[config.mk]
export PLATFORM = sky130hd
export DESIGN_NAME = vec_reduce
export DESIGN_NICKNAME = d
export VERILOG_FILES = /design/src/common/vec_pkg.sv /design/src/verilog/vec_reduce.sv
export VERILOG_INCLUDE_DIRS = /design/src /design/src/common
export SDC_FILE = /design/constraint.sdc
export NUM_CORES = 1
export LEC_CHECK = 0
export BUFFER_PORTS_ARGS = -buffer_cell sky130_fd_sc_hd__buf_2
export CAP_MARGIN = 0
export CORE_ASPECT_RATIO = 0.9
export CORE_MARGIN = 1.5
export CORE_UTILIZATION = 55
export CTS_CLUSTER_SIZE = 28
export DETAILED_ROUTE_END_ITERATION = 6
export PLACE_DENSITY = 0.87
export SYNTH_ARGS = -nofsm -noshare
export SYNTH_HDL_FRONTEND = slang
export SYNTH_SLANG_ARGS = --single-unit
[constraint.sdc]
create_clock -name clk_i -period 4 [get_ports clk_i]
set_input_delay 0.6 -clock clk_i [delete_from_list [all_inputs] [get_ports clk_i]]
set_output_delay 0.6 -clock clk_i [all_outputs]
set_load 0.02 [all_outputs]
[src/common/vec_macros.svh]
// Size definitions shared by the RTL and the testbench
// Lane count and elements per lane must be powers of two
// VEC_NR_ELEMS is derived and must not be set on its own
// Add the common folder to the include path

`ifndef VEC_MACROS_SVH
`define VEC_MACROS_SVH

// Lane organisation
`define VEC_NR_LANES       2
`define VEC_ELEMS_PER_LANE 4
`define VEC_NR_ELEMS       (`VEC_NR_LANES * `VEC_ELEMS_PER_LANE)

// Register file
`define VEC_NR_REGS        8
`define VEC_ELEN           32

// Field widths, vl must hold 0 to VEC_NR_ELEMS
`define VEC_VL_W           4
`define VEC_REG_W          3

// Request and response queues
`define VEC_FIFO_DEPTH     2

`endif
[src/common/vec_pkg.sv]
// Opcodes, element types and the request/response records
// Widths come from the size macros
// A request carries one complete vector instruction

`default_nettype none

`include "vec_macros.svh"

package vec_pkg;

  // Kept subset of the vector instruction set
  typedef enum logic [2:0] {
    VBCAST  = 3'd0,
    VADD    = 3'd1,
    VXOR    = 3'd2,
    VADDS   = 3'd3,
    VREDSUM = 3'd4,
    VEXT    = 3'd5
  } vec_op_e;

  typedef logic [`VEC_ELEN-1:0]  elem_t;
  typedef logic [`VEC_VL_W-1:0]  vl_t;
  typedef logic [`VEC_REG_W-1:0] vreg_t;

  ////////////////////////////////////////
  // Request and response records
  ////////////////////////////////////////

  typedef struct packed {
    vec_op_e op;
    vreg_t   vs1;
    vreg_t   vs2;
    vreg_t   vd;
    // Broadcast value, add operand, reduction seed or element index
    elem_t   scalar;
    vl_t     vl;
  } vec_req_t;

  typedef struct packed {
    elem_t data;
  } vec_resp_t;

endpackage : vec_pkg

`default_nettype wire

[src/verilog/vec_reduce.sv]
// Combines the lane partial sums into one scalar response
// Lane dones may arrive in different cycles, each one is remembered
// Seed is added for VREDSUM only
// Result is held until the response queue takes it

`timescale 1ns/1ps
`default_nettype none

`include "vec_macros.svh"

module vec_reduce (
  input  logic                                   clk_i,
  input  logic                                   rst_n_i,
  input  logic               [`VEC_NR_LANES-1:0] lane_done_i,
  input  vec_pkg::elem_t     [`VEC_NR_LANES-1:0] lane_sum_i,
  input  vec_pkg::vec_op_e                       op_i,
  input  vec_pkg::elem_t                         scalar_i,
  input  logic                                   out_ready_i,
  output logic                                   out_valid_o,
  output vec_pkg::vec_resp_t                     out_data_o,
  output logic                                   result_done_o
);

  import vec_pkg::*;

  logic [`VEC_NR_LANES-1:0] seen_q;
  logic [`VEC_NR_LANES-1:0] seen_d;
  logic                     capture;
  logic                     valid_q;
  vec_resp_t                data_q;
  elem_t                    lane_total;

  assign seen_d  = seen_q | lane_done_i;
  assign capture = &seen_d;

  always_comb begin
    lane_total = '0;
    for (int l = 0; l < `VEC_NR_LANES; l++) begin
      lane_total = lane_total + lane_sum_i[l];
    end
  end

  always_ff @(posedge clk_i or negedge rst_n_i) begin
    if (!rst_n_i) begin
      seen_q  <= '0;
      valid_q <= 1'b0;
    end else begin
      seen_q <= capture ? '0 : seen_d;
      if (capture) valid_q <= 1'b1;
      else if (out_ready_i) valid_q <= 1'b0;
    end
  end

  always_ff @(posedge clk_i) begin
    if (capture) data_q.data <= lane_total + ((op_i == VREDSUM) ? scalar_i : '0);
  end

  assign out_valid_o   = valid_q;
  assign out_data_o    = data_q;
  // Acceptance by the response queue ends the instruction
  assign result_done_o = valid_q & out_ready_i;

endmodule : vec_reduce

`default_nettype wire

==> summary.txt <==
Run status
  • Outcome: finished clean

Synthesis
  • Post-synthesis register bit count: 35
  • Synth async-reset ratio: ~8.6%
  • EDFF count, synth: 32
  • Synthesized area per cell: 9.96 sq um
  • Top FF cell, synth: edfxtp_1
  • Syn Std Cell Area: 0.00384 sq mm
  • Synth cell types: 57
  • Syn Inst Count: ~390
  • Synth warn: 0
  • Syn_nets: around 550
  • Seq/Total Area, Yosys: roughly 27%

Pwr
  • Static Leak: approximately 0.0022 uW
  • Clock power share: a little over a fifth
  • Gate power share: about half
  • Max VDD drop: roughly 0.00018 V
  • Switching Share: between 30% and 40%
  • Internal power: roughly 1100 uW
  • Pwr dens: between 300 and 400 mW/mm^2
  • Sequential power share: between 20% and 30%
  • Psw: around 660 uW

STA
  • Unrepaired setup endpoints after global routing: false
  • Tcrit/Tclk final: about nine tenths
  • TNS Setup: 0 ns
  • Setup violators final: 0
  • Hold Vio Cnt, Final: 0
  • Skew final: between 0.004 and 0.005 ns
  • Setup ws final: ~0.32 ns
  • Max-slew violation count: 0
  • Max_slew headroom: roughly 70%
  • Worst Tran Pin Value: about 0.43 ns
  • Fmax: between 0.2 and 0.3 GHz
  • Post-layout min period: approximately 3.7 ns
  • WHS: roughly 0.095 ns

Clock network
  • CTS Sinks: 35
  • Hold Buf Count CTS: 0
  • Post-CTS setup buffer count: 0
  • Clock Latency Late Sink: between 0.2 and 0.3 ns
  • Clk root buf: clkbuf_8
  • H-tree depth: 2
  • Cts repair resizes: 0
  • CTS Buf Count: 5
  • Worst-case clock buffer depth: 2
  • Clock-pin slew on the worst setup and hold paths: 0.07 ns
  • CTS tree: built

Global routing
  • Grt total ovfl: 0
  • GR Util All Layers: approximately 26%
  • First-pass GRT wire length: between 15000 and 20000 microns
  • Initial antenna violation count: 0
  • Pin count of the biggest net entering global routing: 33
  • Vias in the first global route: between 3000 and 4000

Critical path
  • Crit path DAT: between 3 and 4 ns
  • Crit path buffers/inverters: 2
  • Crit path largest cell delay: 0.48 ns
  • Critical path class: in2reg
  • Slowest-stage cell, CP: fa_1
  • Most frequent CP cell: fa_1
  • CP Launch Type: input pin
  • Cell family with most CP delay: simple AND/OR/NAND/NOR gates
  • Crit-path cells: buf_2 -> nor3b_2 -> buf_4 -> and2_1 -> fa_1 -> fa_1 -> a211oi_2 -> o21bai_1 -> o21ai_1 -> o221ai_1 -> or4_1 -> nor4b_2
  • WP data required: 4.03 ns
  • Crit Path Max Fanout: 16
  • Reg-to-reg slack, setup: ~2.7 ns
  • Critical Path End Type: flip-flop

Die
  • Chip height: about 82 microns
  • Initial core utilization: 57.7%
  • Die area: between 0.007 and 0.008 sq mm
  • Site Rows: 28
  • Core Area: around 0.0067 sq mm
  • Die Width: about 90 microns
  • I/O Pins: around 140

Detailed routing
  • TritonRoute pass-1 iters: 4
  • Antenna Nets Post-Route: 0
  • DRC: 0
  • Routed via count: 3541
  • Final WL: 9500 microns
  • DR iter-0 viols: approximately 210
  • Via/cell ratio: roughly 5.7
  • Routed wire per std cell: 15.4 microns

Placed design
  • PortBufs: 137
  • DP Worst Slack: approximately 0.025 ns
  • Post-DP HPWL: 8200 microns
  • Final Wtd Congestion: 0.887
  • Dpl cells: 610

Finish
  • Layout cells sized above 1: 33.5%
  • Final Util: 72.3%
  • Area grow syn2layout: 25.3%
  • Number of nets in the layout: a little under 700
  • Diodes inserted: 0
  • Layout Cells excl Fill: 618
  • Commonest non-fill, non-tap cell in the layout: buf_2
  • Leading cell types in the layout, fill and taps excluded: 137 x buf_2, 32 x fa_1, 32 x edfxtp_1, 30 x and2_1, 30 x ha_1

Worst hold path
  • HP Class: in2async

Flow run
  • Max_cap viols: 0
==> area by class of cell <==
| cell class | instances | area (sq um) |
|---|---|---|
| multi-input cells | 317 | 2660 |
| fillers | 517 | 1840 |
| flip-flops and latches | 35 | 1040 |
| repair buffers | 154 | 813 |
| well taps | 90 | 113 |
| clock buffers | 5 | 68.8 |
| clock inverters | 3 | 67.6 |
| inverters | 14 | 52.6 |
==> logic make-up (layout without fill, tap and decap cells) <==
group / count (synthesis) / count (layout) / synth area share, %
mux: 1 / 1 / 0.293
fa+ha+maj: 62 / 62 / 26.4
flops: 35 / 35 / 27.0
simple gates: 124 / 124 / 17.4
xor+xnor: 27 / 27 / 6.15
compound gates: 103 / 103 / 18.9
buf+inv: 34 / 176 / 3.94
==> power groups by stage <==
| stage | clock network, uW | logic [uW] | registers [uW] |
|---|---|---|---|
| global route | 396 | 944 | 528 |
| CTS | 381 | 859 | 523 |
| floorplan | 0 | 502 | 609 |
| finish | 377 | 863 | 522 |
| global placement | 0 | 833 | 531 |
| detailed placement | 0 | 855 | 531 |
==> synth_stat cells, types with 10 or more instances <==
library cell | n | area (sq um)
edfxtp_1 | 32 | 961
fa_1 | 32 | 641
and2_1 | 30 | 188
ha_1 | 30 | 375
a21oi_1 | 28 | 140
nand2_1 | 28 | 105
nor2_1 | 18 | 67.6
xnor2_1 | 18 | 158
inv_1 | 14 | 52.6
clkbuf_1 | 11 | 41.3
nand3_1 | 10 | 50.1
==> through the flow <==
| step | total power, uW | area, sq um |
|---|---|---|
| 3_5_place_dp | 1390 | 4680 |
| 5_1_grt | 1870 | 4810 |
| 2_1_floorplan | 1110 | 3850 |
| 3_3_place_gp | 1360 | 4680 |
| 6_report | 1760 | 4810 |
| 4_1_cts | 1760 | 4810 |
==> final timing paths <==
path                             endpoint      start  depth (start not counted)
max in group asynchronous       seen_q[1]    rst_n_i                          1
min reg2reg                     seen_q[1]  seen_q[0]                          1
max reg2reg                 out_data_o[9]  seen_q[1]                          3
max                        out_data_o[29]    op_i[1]                         12
min                           out_valid_o    rst_n_i                          1
min in group clk_i              seen_q[1]  seen_q[0]                          1
==> metal layers <==
metal  vias up  global-route usage [%]  share of wire (%)
met5         -                       0                  0
met4         0                    4.06               0.42
met3         4                    3.85                7.1
met2       156                    45.7                 49
met1      1679                    34.7                 44
li1       1702                       -                  -
==> registers in the layout, indices dropped and copies added, names as in the netlist <==
signal,flops
out_valid_o,1
seen_q,2
out_data_o,32
==> worst reg2reg max path: cells and delay by family (launching register included) <==
kind / cells / cell delay (ns)
buf+inv: 1 / 0.38
flops: 1 / 0.36
simple gates: 2 / 0.19
Note: power is estimated with default switching activity, not from simulation.
