### src/verilog/vec_fifo.sv
// Valid/ready queue, payload type given by T
// Push data shows at the output one cycle later, no bypass
// Ready is low when full, even if a pop happens in that cycle
// Storage has no reset, only pointers and count do

`timescale 1ns/1ps
`default_nettype none

module vec_fifo #(
  parameter type         T     = logic,
  parameter int unsigned DEPTH = 2
) (
  input  logic clk_i,
  input  logic rst_n_i,
  input  logic in_valid_i,
  output logic in_ready_o,
  input  T     in_data_i,
  output logic out_valid_o,
  input  logic out_ready_i,
  output T     out_data_o,
  output logic empty_o
);

  localparam int unsigned PTR_W = (DEPTH > 1) ? $clog2(DEPTH) : 1;
  localparam int unsigned CNT_W = $clog2(DEPTH + 1);

  T                 mem_q [DEPTH];
  logic [PTR_W-1:0] wr_ptr_q;
  logic [PTR_W-1:0] rd_ptr_q;
  logic [CNT_W-1:0] count_q;
  logic             push;
  logic             pop;

  function automatic logic [PTR_W-1:0] next_ptr(input logic [PTR_W-1:0] ptr);
    return (ptr == PTR_W'(DEPTH - 1)) ? '0 : ptr + 1'b1;
  endfunction

  assign in_ready_o  = (count_q != CNT_W'(DEPTH));
  assign out_valid_o = (count_q != '0);
  assign empty_o     = (count_q == '0);
  assign out_data_o  = mem_q[rd_ptr_q];
  assign push        = in_valid_i & in_ready_o;
  assign pop         = out_valid_o & out_ready_i;

  always_ff @(posedge clk_i or negedge rst_n_i) begin
    if (!rst_n_i) begin
      wr_ptr_q <= '0;
      rd_ptr_q <= '0;
      count_q  <= '0;
    end else begin
      if (push) wr_ptr_q <= next_ptr(wr_ptr_q);
      if (pop) rd_ptr_q <= next_ptr(rd_ptr_q);
      // Count only moves when one side transfers alone
      if (push && !pop) count_q <= count_q + 1'b1;
      else if (pop && !push) count_q <= count_q - 1'b1;
    end
  end

  always_ff @(posedge clk_i) begin
    if (push) mem_q[wr_ptr_q] <= in_data_i;
  end

endmodule : vec_fifo

`default_nettype wire

### config.mk
export PLATFORM = sky130hd
export DESIGN_NAME = vec_fifo
export DESIGN_NICKNAME = d
export VERILOG_FILES = /design/src/verilog/vec_fifo.sv
export SDC_FILE = /design/constraint.sdc
export NUM_CORES = 1
export LEC_CHECK = 0
export BUFFER_PORTS_ARGS = -buffer_cell sky130_fd_sc_hd__buf_2
export CORE_AREA = 4 4 41 43
export CTS_BUF_LIST = sky130_fd_sc_hd__clkbuf_8
export CTS_CLUSTER_DIAMETER = 80
export DETAILED_ROUTE_END_ITERATION = 7
export DIE_AREA = 0 0 45 47
export PLACE_DENSITY = 0.43
export SYNTH_ARGS = -nofsm -noshare
export SYNTH_HDL_FRONTEND = slang
export SYNTH_SLANG_ARGS = --single-unit
### constraint.sdc
create_clock -name clk_i -period 3.8 [get_ports clk_i]
set_clock_uncertainty 0.1 [all_clocks]
set_input_delay 0.38 -clock clk_i [delete_from_list [all_inputs] [get_ports clk_i]]
set_output_delay 0.38 -clock clk_i [all_outputs]
set_load 0.005 [all_outputs]
==> results of run 1 <==
[per-layer routing]
metal	global-route usage [%]	vias up
li1	-	97
met1	6.03	80
met2	9.60	5
met3	6.90	0
met4	5.26	0
met5	0	-
[path summary, 6_finish.rpt]
path	cells after the start	slack, ns	start	endpoint
min in group asynchronous	2	0.39	rst_n_i	rd_ptr_q
setup reg to reg	6	2.26	count_q[0]	count_q[1]
max in group asynchronous	2	3.09	rst_n_i	count_q[0]
hold reg to reg	1	0.39	wr_ptr_q	wr_ptr_q
hold / removal	1	0.25	in_data_i	mem_q[1]
setup / recovery	3	2.24	count_q[1]	empty_o
[flip-flops by register name (all words and copies together) (netlist names)]
signal and count:
rd_ptr_q 1, wr_ptr_q 1, mem_q 2, count_q 2
[placed cells by master (no fill, tap or decap)]
cell type | synthesis | layout
sky130_fd_sc_hd__clkbuf_8 | 0 | 3
sky130_fd_sc_hd__and3_1 | 1 | 1
sky130_fd_sc_hd__nand2_4 | 1 | 1
sky130_fd_sc_hd__nand2_1 | 1 | 1
sky130_fd_sc_hd__ha_1 | 1 | 1
sky130_fd_sc_hd__edfxtp_1 | 2 | 2
sky130_fd_sc_hd__buf_2 | 0 | 8
sky130_fd_sc_hd__inv_1 | 2 | 3
sky130_fd_sc_hd__xor2_1 | 2 | 2
sky130_fd_sc_hd__dfrtp_1 | 4 | 4
sky130_fd_sc_hd__nor2_1 | 2 | 2
sky130_fd_sc_hd__mux2_2 | 1 | 1
sky130_fd_sc_hd__nand2b_4 | 1 | 1
sky130_fd_sc_hd__dlygate4sd3_1 | 0 | 1
sky130_fd_sc_hd__xnor2_1 | 3 | 3
sky130_fd_sc_hd__or2_4 | 1 | 1
[where the power goes]
group          switching (W)  internal, W  total (W)
clock              0.0000288    0.0000695  0.0000983
combinational      0.0000525    0.0000747   0.000127
sequential         0.0000258    0.0000973   0.000123
total               0.000107     0.000241   0.000349
[cell type report]
| cell class | instances | area share, % |
|---|---|---|
| timing repair buffer | 9 | 12.5 |
| clock inverter | 1 | 0.938 |
| inverter | 2 | 1.88 |
| sequential | 6 | 40.0 |
| clock buffer | 3 | 10.3 |
| tap | 15 | 4.69 |
| multi-input combinational | 14 | 29.7 |
[cells in the mapped netlist (all sizes together)]
| cell | count | area, sq um |
|---|---|---|
| and3 | 1 | 6.26 |
| dfrtp | 4 | 100 |
| edfxtp | 2 | 60.1 |
| ha | 1 | 12.5 |
| inv | 2 | 7.51 |
| mux2 | 1 | 11.3 |
| nand2 | 2 | 15.0 |
| nand2b | 1 | 13.8 |
| nor2 | 2 | 7.51 |
| or2 | 1 | 8.76 |
| xnor2 | 3 | 26.3 |
| xor2 | 2 | 17.5 |
[cells by family (layout without fill, tap and decap cells)]
kind of cell | after synthesis | in the layout | synth area share [%]
flops | 6 | 6 | 55.9
mux | 1 | 1 | 3.93
xor+xnor | 5 | 5 | 15.3
simple gates | 7 | 7 | 17.9
buf+inv | 2 | 15 | 2.62
fa+ha+maj | 1 | 1 | 4.37
[metrics by stage]
step | setup slack [ns] | instance area [sq um] | hold slack, ns | util [%]
2_1_floorplan | 2.35 | 287 | -0.0156 | -
3_3_place_gp | 2.30 | 345 | 0.0926 | 26.5
3_5_place_dp | 2.26 | 345 | 0.0927 | 26.5
4_1_cts | 2.23 | 400 | 0.248 | 30.8
5_1_grt | 2.13 | 400 | 0.241 | 30.8
6_report | 2.24 | 400 | 0.247 | 30.8
[worst max-delay path: stages, from the launching register on]
cell	delay, ns
sky130_fd_sc_hd__dfrtp_1	0.42
sky130_fd_sc_hd__or2_4	0.29
sky130_fd_sc_hd__inv_1	0.05
sky130_fd_sc_hd__buf_2	0.10
==> reports/metrics.cfg, run 1 <==
[power]
total_power_w=0.000349
pwr_density_cell_nw_per_um2=871
static-leakage-power_nw=0.199
ir_worst_vdd_v=0.000379

[timing]
timing_hold_violations_final=0
totalNegativeSetupSlack_ns=0
max_slew_margin_pct=88.0
fin_crit_period_ns=1.56
rsz0062_at_grt=false
setup-violations-final=0
finalCritPeriodShare_pct=40.9
slew_violations=0
clock.fmax_ghz=0.643
worst_slew_pin_slew_ns=0.180

[placed_design]
hpwl_um=398
gpl.final_weighted_congestion=0.672
numPlacedInstances=45
port_buffers=8

[min_path]
worst_hold_path_type=input port to register

[clock_tree]
clock_latency_ns=0.22
cts_inserted_buffers=3
clkTransAtPathRegs_ns=0.04
htreeDepth=1
post_cts_resize_count=0
cts-hold-fix-buffers=1
cts_tree=built
clock_tree.buffer_depth=2
cts_root_buf=sky130_fd_sc_hd__clkbuf_8
postCtsSetupRepairBufs=0
clock-sinks=6

[job]
max_cap_viol=0

[drt]
m1WireLength_um=193
drc_violations=0
via_per_inst=3.64
highest-signal-layer=met3
total_iterations_of_the_first_detailed_routing_run=2
wl_um=493
met3_wirelength_um=51
via_count=182
detail_route.wl_per_cell_um=9.86
met2RoutedLength_um=248
postRouteAntennaNets=0
drtIter0Drc=1

[floorplan]
dieArea_sq_um=2120
dieHeight_um=47
starting_density_pct=22.0
die_x_um=45
fp.coreArea_sq_um=1300
top_level_ports=9
fp-row-count=13

[finish]
drive_above_1_share_pct=42.9
diodes=0
area_taken_by_multi_input_logic_gates_sq_um=119
final_nets=42
fill_cells=151
post_layout_nonfiller_instances=50
sequential_cell_area_sq_um=160
area_delta_synth_final_pct=39.7

[setup_path]
worst_setup_path_end_kind=primary output
critical_setup_path_kind=register to primary output
required_time_reported_for_the_critical_path_endpoint_ns=3.32
setup.worst_path.start_class=register
crit_path_max_fanout=3
crit_arrival_ns=1.08

[global_route]
grt_pass1_vias=207
groute.usage.overall_pct=6.92
grt_remaining_overflow=0
antenna_violations_before_repair=0
maximum_number_of_pins_on_one_net_before_global_route_repair=5
grt_pass1_wl_um=883

[yosys]
seq_area_frac_synth_pct=55.9
synth_area_sq_um=287
syn_area_per_cell_sq_um=13.0
synth-warning-count=0
total_nets_after_synthesis=28
yosys_reg_bits=6
synth_cell_types=13
post_synth_inst_count=22

[run_status]
outcome=finished clean

Note: power is estimated with default switching activity, not from simulation.
==> run 2: changes to the inputs <==
PLACE_DENSITY = 0.45   (was 0.43)
clock period = 1.3 ns   (was 3.8 ns; I/O delays follow)
==> run 2 against run 1 <==
Net effect: the flow now finishes with violations (setup timing); design area up 29%; via count up 29%; total power rose to 3.8 times the previous value; final cell count up 24%; critical path type is now register to register; critical endpoint is now count_q[1]; largest cell class unchanged.
==> reports/metrics.cfg, run 2 (synthesis results as in run 1) <==
[power]
swShare_pct=29.8
ir_worst_vdd_v=0.000979
power.share.clock_pct=22.3
comb_power_share_pct=51.7
static-leakage-power_nw=0.257
pwr_density_cell_nw_per_um2=2540
cell_internal_pwr_w=0.000920
total_switching_power_w=0.000390
share_seq_of_total_power_pct=26.0

[floorplan]
dieArea_sq_um=2120
fp-row-count=13
top_level_ports=9
dieHeight_um=47
starting_density_pct=22.0
die_x_um=45
fp.coreArea_sq_um=1300

[setup_path]
timing.rr.end=count_q[1]
worst_setup_path_end_kind=register
crit_path_max_fanout=3
crit_path_frequent_cell=sky130_fd_sc_hd__xor2_1
rrSetupSlack_ns=-0.12
setup.worst_path.start_class=register
crit_arrival_ns=1.43
cp-endpoint=count_q[1]
critical_setup_path_kind=register to register
r2r-start=count_q[0]
required_time_reported_for_the_critical_path_endpoint_ns=1.30
cpPeakStageDelay_ns=0.39
reg2reg_depth=6
slowest_stage=sky130_fd_sc_hd__dfrtp_1
timing.critical_path.cells=or2_4 > nand2_4 > ha_4 > xor2_1 > nor2_1 > xor2_1
crit_start=count_q[0]

[clock_tree]
htreeDepth=1
clock-sinks=6
cts_tree=built
cts_inserted_buffers=3
cts_root_buf=sky130_fd_sc_hd__clkbuf_8
clkTransAtPathRegs_ns=0.04
clock_latency_ns=0.22
clock_tree.buffer_depth=2

[finish]
area_taken_by_multi_input_logic_gates_sq_um=141
largestRegisters=count_q x2, mem_q x2
area_delta_synth_final_pct=79.9
drive_above_1_share_pct=63.8
fill_cells=138
most_common_cell_after_layout_fill_and_taps_aside=sky130_fd_sc_hd__buf_4
sequential_cell_area_sq_um=160
diodes=0
post_layout_nonfiller_instances=62
final_nets=54
design_area_sq_um=515
final_cell_mix=sky130_fd_sc_hd__buf_4 (11), sky130_fd_sc_hd__buf_2 (8), sky130_fd_sc_hd__dfrtp_1 (4)

[drt]
total_iterations_of_the_first_detailed_routing_run=2
drc_violations=0
detail_route.wl_per_cell_um=9.87
drtIter0Drc=1
postRouteAntennaNets=0
via_count=234
wl_um=612
via_per_inst=3.77

[global_route]
maximum_number_of_pins_on_one_net_before_global_route_repair=5
antenna_violations_before_repair=0
grt_remaining_overflow=0
grt_pass1_wl_mm=1.05
groute.usage.overall_pct=7.80
grt_pass1_vias=238

[timing]
setup-violations-final=3
finalCritPeriodShare_pct=109
clock.fmax_ghz=0.703
post-route-worst-setup-slack_ns=-0.123
fin_crit_period_ns=1.42
worst_slew_pin_slew_ns=0.135
timing_hold_violations_final=0
rsz0062_at_grt=true
totalNegativeSetupSlack_ns=-0.276
max_slew_margin_pct=90.9
slew_violations=0

[job]
max_cap_viol=0

[placed_design]
pre_cts_setup_slack_ns=-0.133
gpl.final_weighted_congestion=0.719
port_buffers=8
hpwl_um=432
dpl-instance-area_sq_um=405
numPlacedInstances=51

[run_status]
failed_checks=setup timing
outcome=finished with violations

[min_path]
worst_hold_path_type=input port to async pin

## run 2: cell count changes in the layout (fill, tap and decap cells not counted), sizes merged
cell         delta
buf            +11
dlygate4sd3     +1
## run 2: power by group through the flow
stage	Sequential, W	Clock (W)	Combinational (W)
after floorplan	0.000348	0	0.000307
after global placement	0.000348	0	0.000523
after detailed placement	0.000355	0	0.000531
after CTS	0.000342	0.000304	0.000625
after global routing	0.000350	0.000315	0.000747
final	0.000341	0.000292	0.000677
## run 2: area by class of cell
cell class / count / area share [%]
clock buffer: 3 / 8.01
tap: 15 / 3.64
clock inverter: 1 / 0.728
sequential: 6 / 31.1
inverter: 2 / 1.46
timing repair buffer: 21 / 27.7
multi-input combinational: 14 / 27.4
## run 2: worst max-delay path: cells and delay by family (launching register included)
kind	cells	cell delay, ns
adder cells (fa/ha/maj)	1	0.12
XOR/XNOR	2	0.28
flip-flops	1	0.39
AND/OR/NAND/NOR	3	0.41
## run 2: worst min-delay path by stage
stage             from    endpoint  slack, ns  depth (start not counted)
2_1_floorplan  rst_n_i  count_q[0]      -0.27                          0
3_3_place_gp   rst_n_i    rd_ptr_q      -0.16                          1
3_5_place_dp   rst_n_i    rd_ptr_q      -0.16                          1
4_1_cts        rst_n_i    wr_ptr_q       0.14                          2
5_1_grt        rst_n_i    wr_ptr_q       0.15                          2
6_report       rst_n_i    wr_ptr_q       0.14                          2
## run 2: timing repair
item | 4_1_cts | 5_1_grt
resized for setup | 0 | 2
endpoints found under the setup margin | 1 | 7
buffers inserted | 3 | 2
cloned | 0 | 0
pin swaps | 6 | 7
hold buffers | 2 | 0
endpoints found under the hold margin | 6 | 0
## run 2: stage by stage
step	hold WS, ns	utilization [%]	power, W
detailed placement	-0.156	31.2	0.000886
global placement	-0.159	31.2	0.000871
floorplan	-0.266	-	0.000655
CTS	0.145	37.9	0.00127
global route	0.155	39.6	0.00141
finish	0.144	39.6	0.00131
## run 2: layer usage
layer	routed length (um)	global-route usage, %
met4	21	8.77
met5	0	0
met2	257	10.2
met3	62	3.45
met1	270	8.84
