==> config.mk <==
export PLATFORM = sky130hd
export DESIGN_NAME = vec_sequencer
export DESIGN_NICKNAME = d
export VERILOG_FILES = /design/src/common/vec_pkg.sv /design/src/sequencer/vec_sequencer.sv
export VERILOG_INCLUDE_DIRS = /design/src /design/src/common
export SDC_FILE = /design/constraint.sdc
export NUM_CORES = 1
export LEC_CHECK = 0
export ABC_AREA = 1
export BUFFER_PORTS_ARGS = -buffer_cell sky130_fd_sc_hd__buf_2
export CELL_PAD_IN_SITES_DETAIL_PLACEMENT = 1
export CELL_PAD_IN_SITES_GLOBAL_PLACEMENT = 2
export CORE_MARGIN = 2
export CORE_UTILIZATION = 30
export CTS_BUF_LIST = sky130_fd_sc_hd__clkbuf_2 sky130_fd_sc_hd__clkbuf_4 sky130_fd_sc_hd__clkbuf_8
export CTS_CLUSTER_DIAMETER = 50
export DETAILED_ROUTE_END_ITERATION = 10
export PLACE_DENSITY = 0.93
export SLEW_MARGIN = 5
export SYNTH_ARGS = -nofsm -noshare
export SYNTH_HDL_FRONTEND = slang
export SYNTH_SLANG_ARGS = --single-unit
==> constraint.sdc <==
create_clock -name clk_i -period 4.6 [get_ports clk_i]
set_clock_uncertainty 0.1 [all_clocks]
set_input_delay 0 -clock clk_i [delete_from_list [all_inputs] [get_ports clk_i]]
set_output_delay 0 -clock clk_i [all_outputs]
set_load 0.1 [all_outputs]
==> src/common/vec_macros.svh <==
// Size definitions shared by the RTL and the testbench
// Lane count and elements per lane must be powers of two
// VEC_NR_ELEMS is derived and must not be set on its own
// Add the common folder to the include path

`ifndef VEC_MACROS_SVH
`define VEC_MACROS_SVH

// Lane organisation
`define VEC_NR_LANES       2
`define VEC_ELEMS_PER_LANE 4
`define VEC_NR_ELEMS       (`VEC_NR_LANES * `VEC_ELEMS_PER_LANE)

// Register file
`define VEC_NR_REGS        8
`define VEC_ELEN           32

// Field widths, vl must hold 0 to VEC_NR_ELEMS
`define VEC_VL_W           4
`define VEC_REG_W          3

// Request and response queues
`define VEC_FIFO_DEPTH     2

`endif
==> src/common/vec_pkg.sv <==
// Opcodes, element types and the request/response records
// Widths come from the size macros
// A request carries one complete vector instruction

`default_nettype none

`include "vec_macros.svh"

package vec_pkg;

  // Kept subset of the vector instruction set
  typedef enum logic [2:0] {
    VBCAST  = 3'd0,
    VADD    = 3'd1,
    VXOR    = 3'd2,
    VADDS   = 3'd3,
    VREDSUM = 3'd4,
    VEXT    = 3'd5
  } vec_op_e;

  typedef logic [`VEC_ELEN-1:0]  elem_t;
  typedef logic [`VEC_VL_W-1:0]  vl_t;
  typedef logic [`VEC_REG_W-1:0] vreg_t;

  ////////////////////////////////////////
  // Request and response records
  ////////////////////////////////////////

  typedef struct packed {
    vec_op_e op;
    vreg_t   vs1;
    vreg_t   vs2;
    vreg_t   vd;
    // Broadcast value, add operand, reduction seed or element index
    elem_t   scalar;
    vl_t     vl;
  } vec_req_t;

  typedef struct packed {
    elem_t data;
  } vec_resp_t;

endpackage : vec_pkg

`default_nettype wire

==> src/sequencer/vec_sequencer.sv <==
// Issues one vector instruction at a time to all lanes
// Start is a one-cycle pulse in the cycle after the pop
// Instruction fields hold steady until the next pop
// A new request is taken only after result_done_i

`timescale 1ns/1ps
`default_nettype none

module vec_sequencer (
  input  logic              clk_i,
  input  logic              rst_n_i,
  // From the request queue
  input  logic              req_valid_i,
  output logic              req_ready_o,
  input  vec_pkg::vec_req_t req_i,
  // To the lanes and the reducer
  output logic              start_o,
  output vec_pkg::vec_op_e  op_o,
  output vec_pkg::vreg_t    vs1_o,
  output vec_pkg::vreg_t    vs2_o,
  output vec_pkg::vreg_t    vd_o,
  output vec_pkg::elem_t    scalar_o,
  output vec_pkg::vl_t      vl_o,
  // Completion from the reducer
  input  logic              result_done_i,
  output logic              busy_o
);

  import vec_pkg::*;

  vec_req_t req_q;
  logic     busy_q;
  logic     start_q;
  logic     pop;

  // Only one instruction in flight
  assign req_ready_o = !busy_q;
  assign pop         = req_valid_i & !busy_q;

  always_ff @(posedge clk_i or negedge rst_n_i) begin
    if (!rst_n_i) begin
      busy_q  <= 1'b0;
      start_q <= 1'b0;
    end else begin
      start_q <= pop;
      if (pop) begin
        busy_q <= 1'b1;
      end else if (result_done_i) begin
        busy_q <= 1'b0;
      end
    end
  end

  // Held instruction fields
  always_ff @(posedge clk_i) begin
    if (pop) req_q <= req_i;
  end

  assign start_o  = start_q;
  assign op_o     = req_q.op;
  assign vs1_o    = req_q.vs1;
  assign vs2_o    = req_q.vs2;
  assign vd_o     = req_q.vd;
  assign scalar_o = req_q.scalar;
  assign vl_o     = req_q.vl;
  assign busy_o   = busy_q;

endmodule : vec_sequencer

`default_nettype wire

==> flow_metrics.tcl, run 1 <==
set metrics [dict create \
    drive_above_1_share 0.518 \
    fin_crit_sh 0.380 \
    fin_cells 285 \
    rows 25 \
    synth_top_family_by_area "simple AND/OR/NAND/NOR gates" \
    diodes 0 \
    place_area_um2 2110 \
    syn2layout_area_growth_pct 79.0 \
    synth_cell_types 6 \
    drtAntennaViolNets 0 \
    power_mw 1.14 \
    die_w_um 75.2 \
    relSlewSlack 0.339 \
    power_density_nw_per_um2 418 \
    drt-total-wl_um 4200 \
    synthSimpleGateAreaFrac 0.0107 \
    track_usage 0.154 \
    numPlacedInstances 225 \
    gp_congestion 0.610 \
    ios 103 \
    ys_seq_area_frac 0.982 \
    root_buffer "clkbuf_8" \
    viasPerCell 4.01 \
    grt_pass1_wl_um 6110 \
    crit_required_ps 4420 \
    drt_first_iter_violations 42 \
    grt_pass1_vias 1272 \
    cts_resized 0 \
    holdWs_ps 309 \
    p_leak_nw 1.17 \
    clock_latency_ps 290 \
    initial_core_util 0.315 \
    route.detailed.drc 0 \
    portBuffers 102 \
    synthesis.nets 108 \
    htreeDepth 2 \
    netlist_area_um2 1520 \
    first_pass_iters 3 \
    syn_inst 56 \
    cts_buffers 5 \
    final_common_cell "buf_2" \
    fin_nets 269 \
    grt_max_degree 50 \
    ys_warn_count 0 \
    avgRoutedWirePerCell_um 14.7 \
    setup_tns_ps 0 \
    fmax_mhz 573 \
    dieArea_um2 5650 \
    cts.hold.buffers_added 52 \
    crit_type "reg -> reg" \
    cp-end-kind "flop" \
    core_um2 4820 \
    synth_mux_area_frac 0 \
    period_minus_slack_ps 1750 \
    synthXorXnorAreaFrac 0 \
    setup_viol 0 \
    final-hold-violation-count 0 \
    crit_path_start_kind "flop" \
    status "finished clean" \
    clk_pin_slew_ps 80 \
    clk_path_buf_depth 2 \
    vias 1142 \
    most-common-layout-cells "buf_2 (102), dlygate4sd3_1 (52), edfxtp_1 (48)" \
    rsz0062_at_grt "no" \
    irDropWorstVdd_v 0.000215 \
    ys_ff_latch 50 \
    die_h_um 75.2 \
    cp_data_arrival_time_ps 1570 \
    clkSinkCount 50 \
    synth_fa_ha_area_frac 0 \
    cts_tree "built" \
    synth_compound_area_frac 0 \
    crit_fanout 49 \
    hpwl_um 2590 \
    gr-total-overflow 0 \
    drv_slew 0 \
    min_path_type "in -> reg" \
    worst_pin_slew_ps 990 \
    syn_area_per_cell_um2 27.1 \
    maxCapViolCount 0 \
    post-cts-setup-buffers 0 \
    antenna_found_initial 0 \
    postLayoutCellArea_um2 2720 \
]
-- per-layer routing --
layer | track usage | wire length [um] | part of all wire
met1 | 0.152 | 1420 | 0.34
met2 | 0.288 | 2330 | 0.55
met3 | 0.0589 | 381 | 0.091
met4 | 0.0585 | 72 | 0.017
met5 | 0 | 0 | 0
-- report_power, final --
group          switching [mW]  internal, mW
combinational           0.278        0.0666
sequential            0.00863         0.540
clock                   0.132         0.111
total                   0.419         0.717
-- synth_stat cells --
| library cell | count | area share |
|---|---|---|
| dfrtp_1 | 2 | 0.033 |
| nand2_2 | 2 | 0.0082 |
| inv_2 | 1 | 0.0025 |
| inv_1 | 2 | 0.0049 |
| nand2_1 | 1 | 0.0025 |
| edfxtp_1 | 48 | 0.95 |
-- cells by family (layout without fill, tap and decap cells) --
kind of cell,count (synthesis),in the layout
buf+inv,3,165
flops,50,50
simple gates,3,3
-- path summary, 6_finish.rpt --
path / start / end / slack, ps / depth (start not counted)
min reg2reg: busy_o / start_o / 980 / 3
min: req_i[15] / scalar_o[11] / 310 / 2
max reg2reg: busy_o / scalar_o[1] / 2850 / 3
min in group asynchronous: rst_n_i / busy_o / 460 / 3
max: busy_o / scalar_o[1] / 2850 / 3
max in group asynchronous: rst_n_i / start_o / 3810 / 3
-- critical path, stage by stage (launching register included) --
cell     delay [ps]
dfrtp_1         410
inv_2            70
nand2_2          60
inv_2           710
-- sequential cells by signal, summed over array words and instances (netlist names) --
| signal | cells |
|---|---|
| scalar_o | 32 |
| vl_o | 4 |
| op_o | 3 |
| vd_o | 3 |
| vs1_o | 3 |
| vs2_o | 3 |
| busy_o | 1 |
| start_o | 1 |
-- cell type report --
type                       count  area (um^2)
clock buffer                   6         76.3
clock inverter                 2         8.76
fill                         511         2100
inverter                       3         11.3
multi-input combinational      3         16.3
sequential                    50         1490
tap                           67         83.8
timing repair buffer         154         1030
-- through the flow --
stage / worst slack [ps] / utilization
detailed placement: 2850 / 0.439
floorplan: 1720 / -
global placement: 2930 / 0.439
global route: 2700 / 0.564
finish: 2850 / 0.564
CTS: 2830 / 0.564
Note: power is estimated with default switching activity, not from simulation.
==> run 2: changes to the inputs <==
--- a/config.mk
+++ b/config.mk
@@ -6,16 +6,16 @@
 export SDC_FILE = /design/constraint.sdc
 export NUM_CORES = 1
 export LEC_CHECK = 0
-export ABC_AREA = 1
+export ABC_AREA = 0
 export BUFFER_PORTS_ARGS = -buffer_cell sky130_fd_sc_hd__buf_2
 export CELL_PAD_IN_SITES_DETAIL_PLACEMENT = 1
 export CELL_PAD_IN_SITES_GLOBAL_PLACEMENT = 2
 export CORE_MARGIN = 2
-export CORE_UTILIZATION = 30
+export CORE_UTILIZATION = 28
 export CTS_BUF_LIST = sky130_fd_sc_hd__clkbuf_2 sky130_fd_sc_hd__clkbuf_4 sky130_fd_sc_hd__clkbuf_8
 export CTS_CLUSTER_DIAMETER = 50
 export DETAILED_ROUTE_END_ITERATION = 10
-export PLACE_DENSITY = 0.93
+export PLACE_DENSITY = 0.88
 export SLEW_MARGIN = 5
 export SYNTH_ARGS = -nofsm -noshare
 export SYNTH_HDL_FRONTEND = slang
==> constraint.sdc (replaced) <==
create_clock -name clk_i -period 1.76 [get_ports clk_i]
set_clock_uncertainty 0.1 [all_clocks]
set_input_delay 0 -clock clk_i [delete_from_list [all_inputs] [get_ports clk_i]]
set_output_delay 0 -clock clk_i [all_outputs]
set_load 0.1 [all_outputs]
==> run 2 against run 1 <==
- sequential share of layout area fell by 0.064 points
- critical path depth is 1 lower
- routed wire length decreased by 5.1%
- cell count is 0.35% higher
- non-clock buffer count rose by 1
- via count decreased by 1.8%
- critical path type unchanged
- first-iteration DRC count shrank 50%
==> flow_metrics.tcl, run 2 <==
set metrics [dict create \
    synth_edf_count 48 \
    setup_viol 0 \
    reg2reg_to "scalar_o[26]" \
    synthesis.nets 105 \
    first_pass_iters 4 \
    die_h_um 77.5 \
    ys.flop_type "edfxtp_1" \
    crit_buf_inv 1 \
    cp_slowest_stage_delay_ps 500 \
    gp_congestion 0.631 \
    clk_pin_slew_ps 80 \
    vias 1122 \
    post-synth-top-area-fraction 0.954 \
    fmax_mhz 713 \
    drive_above_1_share 0.528 \
    min_path_type "in -> reg" \
    largest_reg_flops 32 \
    syn_area_per_cell_um2 28.5 \
    crit-reg2reg-launch "busy_o" \
    grt_pass1_wl_um 6140 \
    min_to "start_o" \
    ios 103 \
    dieArea_um2 6000 \
    async_reset_ff_frac 0.0400 \
    syn_inst 53 \
    cts_tree "built" \
    setup_slack_ps 358 \
    cp-startpoint "busy_o" \
    ys_top_cells_by_area "edfxtp_1 (95%), dfrtp_1 (3.3%), nor2b_2 (0.58%)" \
    hold_depth 3 \
    core_um2 5170 \
    maxCapViolCount 0 \
    root_buffer "clkbuf_8" \
    drt-total-wl_um 3990 \
    worst_pin_slew_ps 503 \
    grt_pass1_vias 1284 \
    crit_slowest_cell "dfrtp_4" \
    crit_type "reg -> reg" \
    drtAntennaViolNets 0 \
    rows 26 \
    power_density_nw_per_um2 1080 \
    drt_first_iter_violations 21 \
    pre_cts_slack_ps 368 \
    drv_slew 0 \
    diodes 0 \
    fin_nets 267 \
    path_delay_family "flip-flops" \
    ys_seq_area_frac 0.987 \
    cp_data_arrival_time_ps 1250 \
    clk_path_buf_depth 2 \
    track_usage 0.137 \
    final-hold-violation-count 0 \
    gr-total-overflow 0 \
    ys_ff_latch 50 \
    p_leak_nw 1.16 \
    clkSinkCount 50 \
    relSlewSlack 0.667 \
    viasPerCell 3.92 \
    r2r_slack_ps 360 \
    die_w_um 77.5 \
    grt_max_degree 30 \
    multi_input_area_um2 21.3 \
    htreeDepth 2 \
    synth_cell_types 5 \
    most-common-layout-cells "buf_2 (102), dlygate4sd3_1 (51), edfxtp_1 (48)" \
    reg2regPathDepth 2 \
    status "finished clean" \
    avgRoutedWirePerCell_um 13.9 \
    crit_path_start_kind "flop" \
    route.detailed.drc 0 \
    ff_latch_area_um2 1500 \
    place_area_um2 2130 \
    clock_latency_ps 280 \
    path_cells "nor2b_4, buf_4" \
    worst_hold_startpoint "req_valid_i" \
    final_common_cell "buf_2" \
    postLayoutCellArea_um2 2730 \
    irDropWorstVdd_v 0.000382 \
    power_mw 2.95 \
    cp-end-kind "flop" \
    netlist_area_um2 1510 \
    synth_common_cells "edfxtp_1 (48), dfrtp_1 (2), inv_2 (1), nor2b_2 (1), o21bai_1 (1)" \
    fin_crit_sh 0.796 \
    portBuffers 102 \
    rsz0062_at_grt "no" \
    initial_core_util 0.292 \
    antenna_found_initial 0 \
    ys_warn_count 0 \
    crit_required_ps 1610 \
    hpwl_um 2540 \
    period_minus_slack_ps 1400 \
    crit_fanout 29 \
    synth.most_common_cell "edfxtp_1" \
    cts_buffers 5 \
    syn2layout_area_growth_pct 80.5 \
    synth_top_area_cell "edfxtp_1" \
    fill_cells 537 \
]
-- run 2: logic make-up (layout without fill, tap and decap cells) --
family,Yosys count,after routing,synth area share
AND/OR/NAND/NOR,1,1,0.00580
buffers and inverters,1,164,0.00248
AO/OA/AOI/OAI,1,1,0.00497
flip-flops,50,50,0.987
-- run 2: power breakdown --
| part | internal (mW) | switching [mW] |
|---|---|---|
| Clock | 0.289 | 0.322 |
| Sequential | 1.41 | 0.0248 |
| Combinational | 0.177 | 0.721 |
-- run 2: worst max path at each step --
stage	endpoint	cells past startpoint	slack, ps
after floorplan	op_o[0]	1	-170
after global placement	scalar_o[26]	2	390
after detailed placement	scalar_o[18]	2	370
after CTS	scalar_o[18]	2	340
after global routing	scalar_o[30]	2	290
final	scalar_o[26]	2	360
-- run 2: stage by stage --
| stage | hold WS [ps] | TNS [ps] | utilization | cells |
|---|---|---|---|---|
| finish | 101 | 0 | 0.528 | 286 |
| global route | 102 | 0 | 0.528 | 286 |
| global placement | -311 | 0 | 0.412 | 227 |
| floorplan | -396 | -8160 | - | 53 |
| detailed placement | -309 | 0 | 0.412 | 227 |
| CTS | 88.3 | 0 | 0.528 | 286 |
-- run 2: area by class of cell --
class                   instances  share of cell area
clock buffers                   6              0.0280
clock inverters                 2             0.00321
inverters                       1             0.00138
multi-input cells               2             0.00779
flip-flops and latches         50               0.548
well taps                      70              0.0321
repair buffers                155               0.380
-- run 2: layer usage --
metal,part of all wire,GRT usage
met1,0.33,0.124
met2,0.60,0.277
met3,0.070,0.0419
met4,0.0018,0.0482
met5,0,0
-- run 2: timing repair --
action                     4_1_cts  5_1_grt
setup endpoints to repair        0        0
hold endpoints to repair        51        0
hold buffers                    51        0
setup buffers                    0        0
resized for setup                0        0
-- run 2: worst min-delay path: cells and delay by family --
kind	cells	cell delay [ps]
buffers and inverters	2	300
and+or+nand+nor	1	120
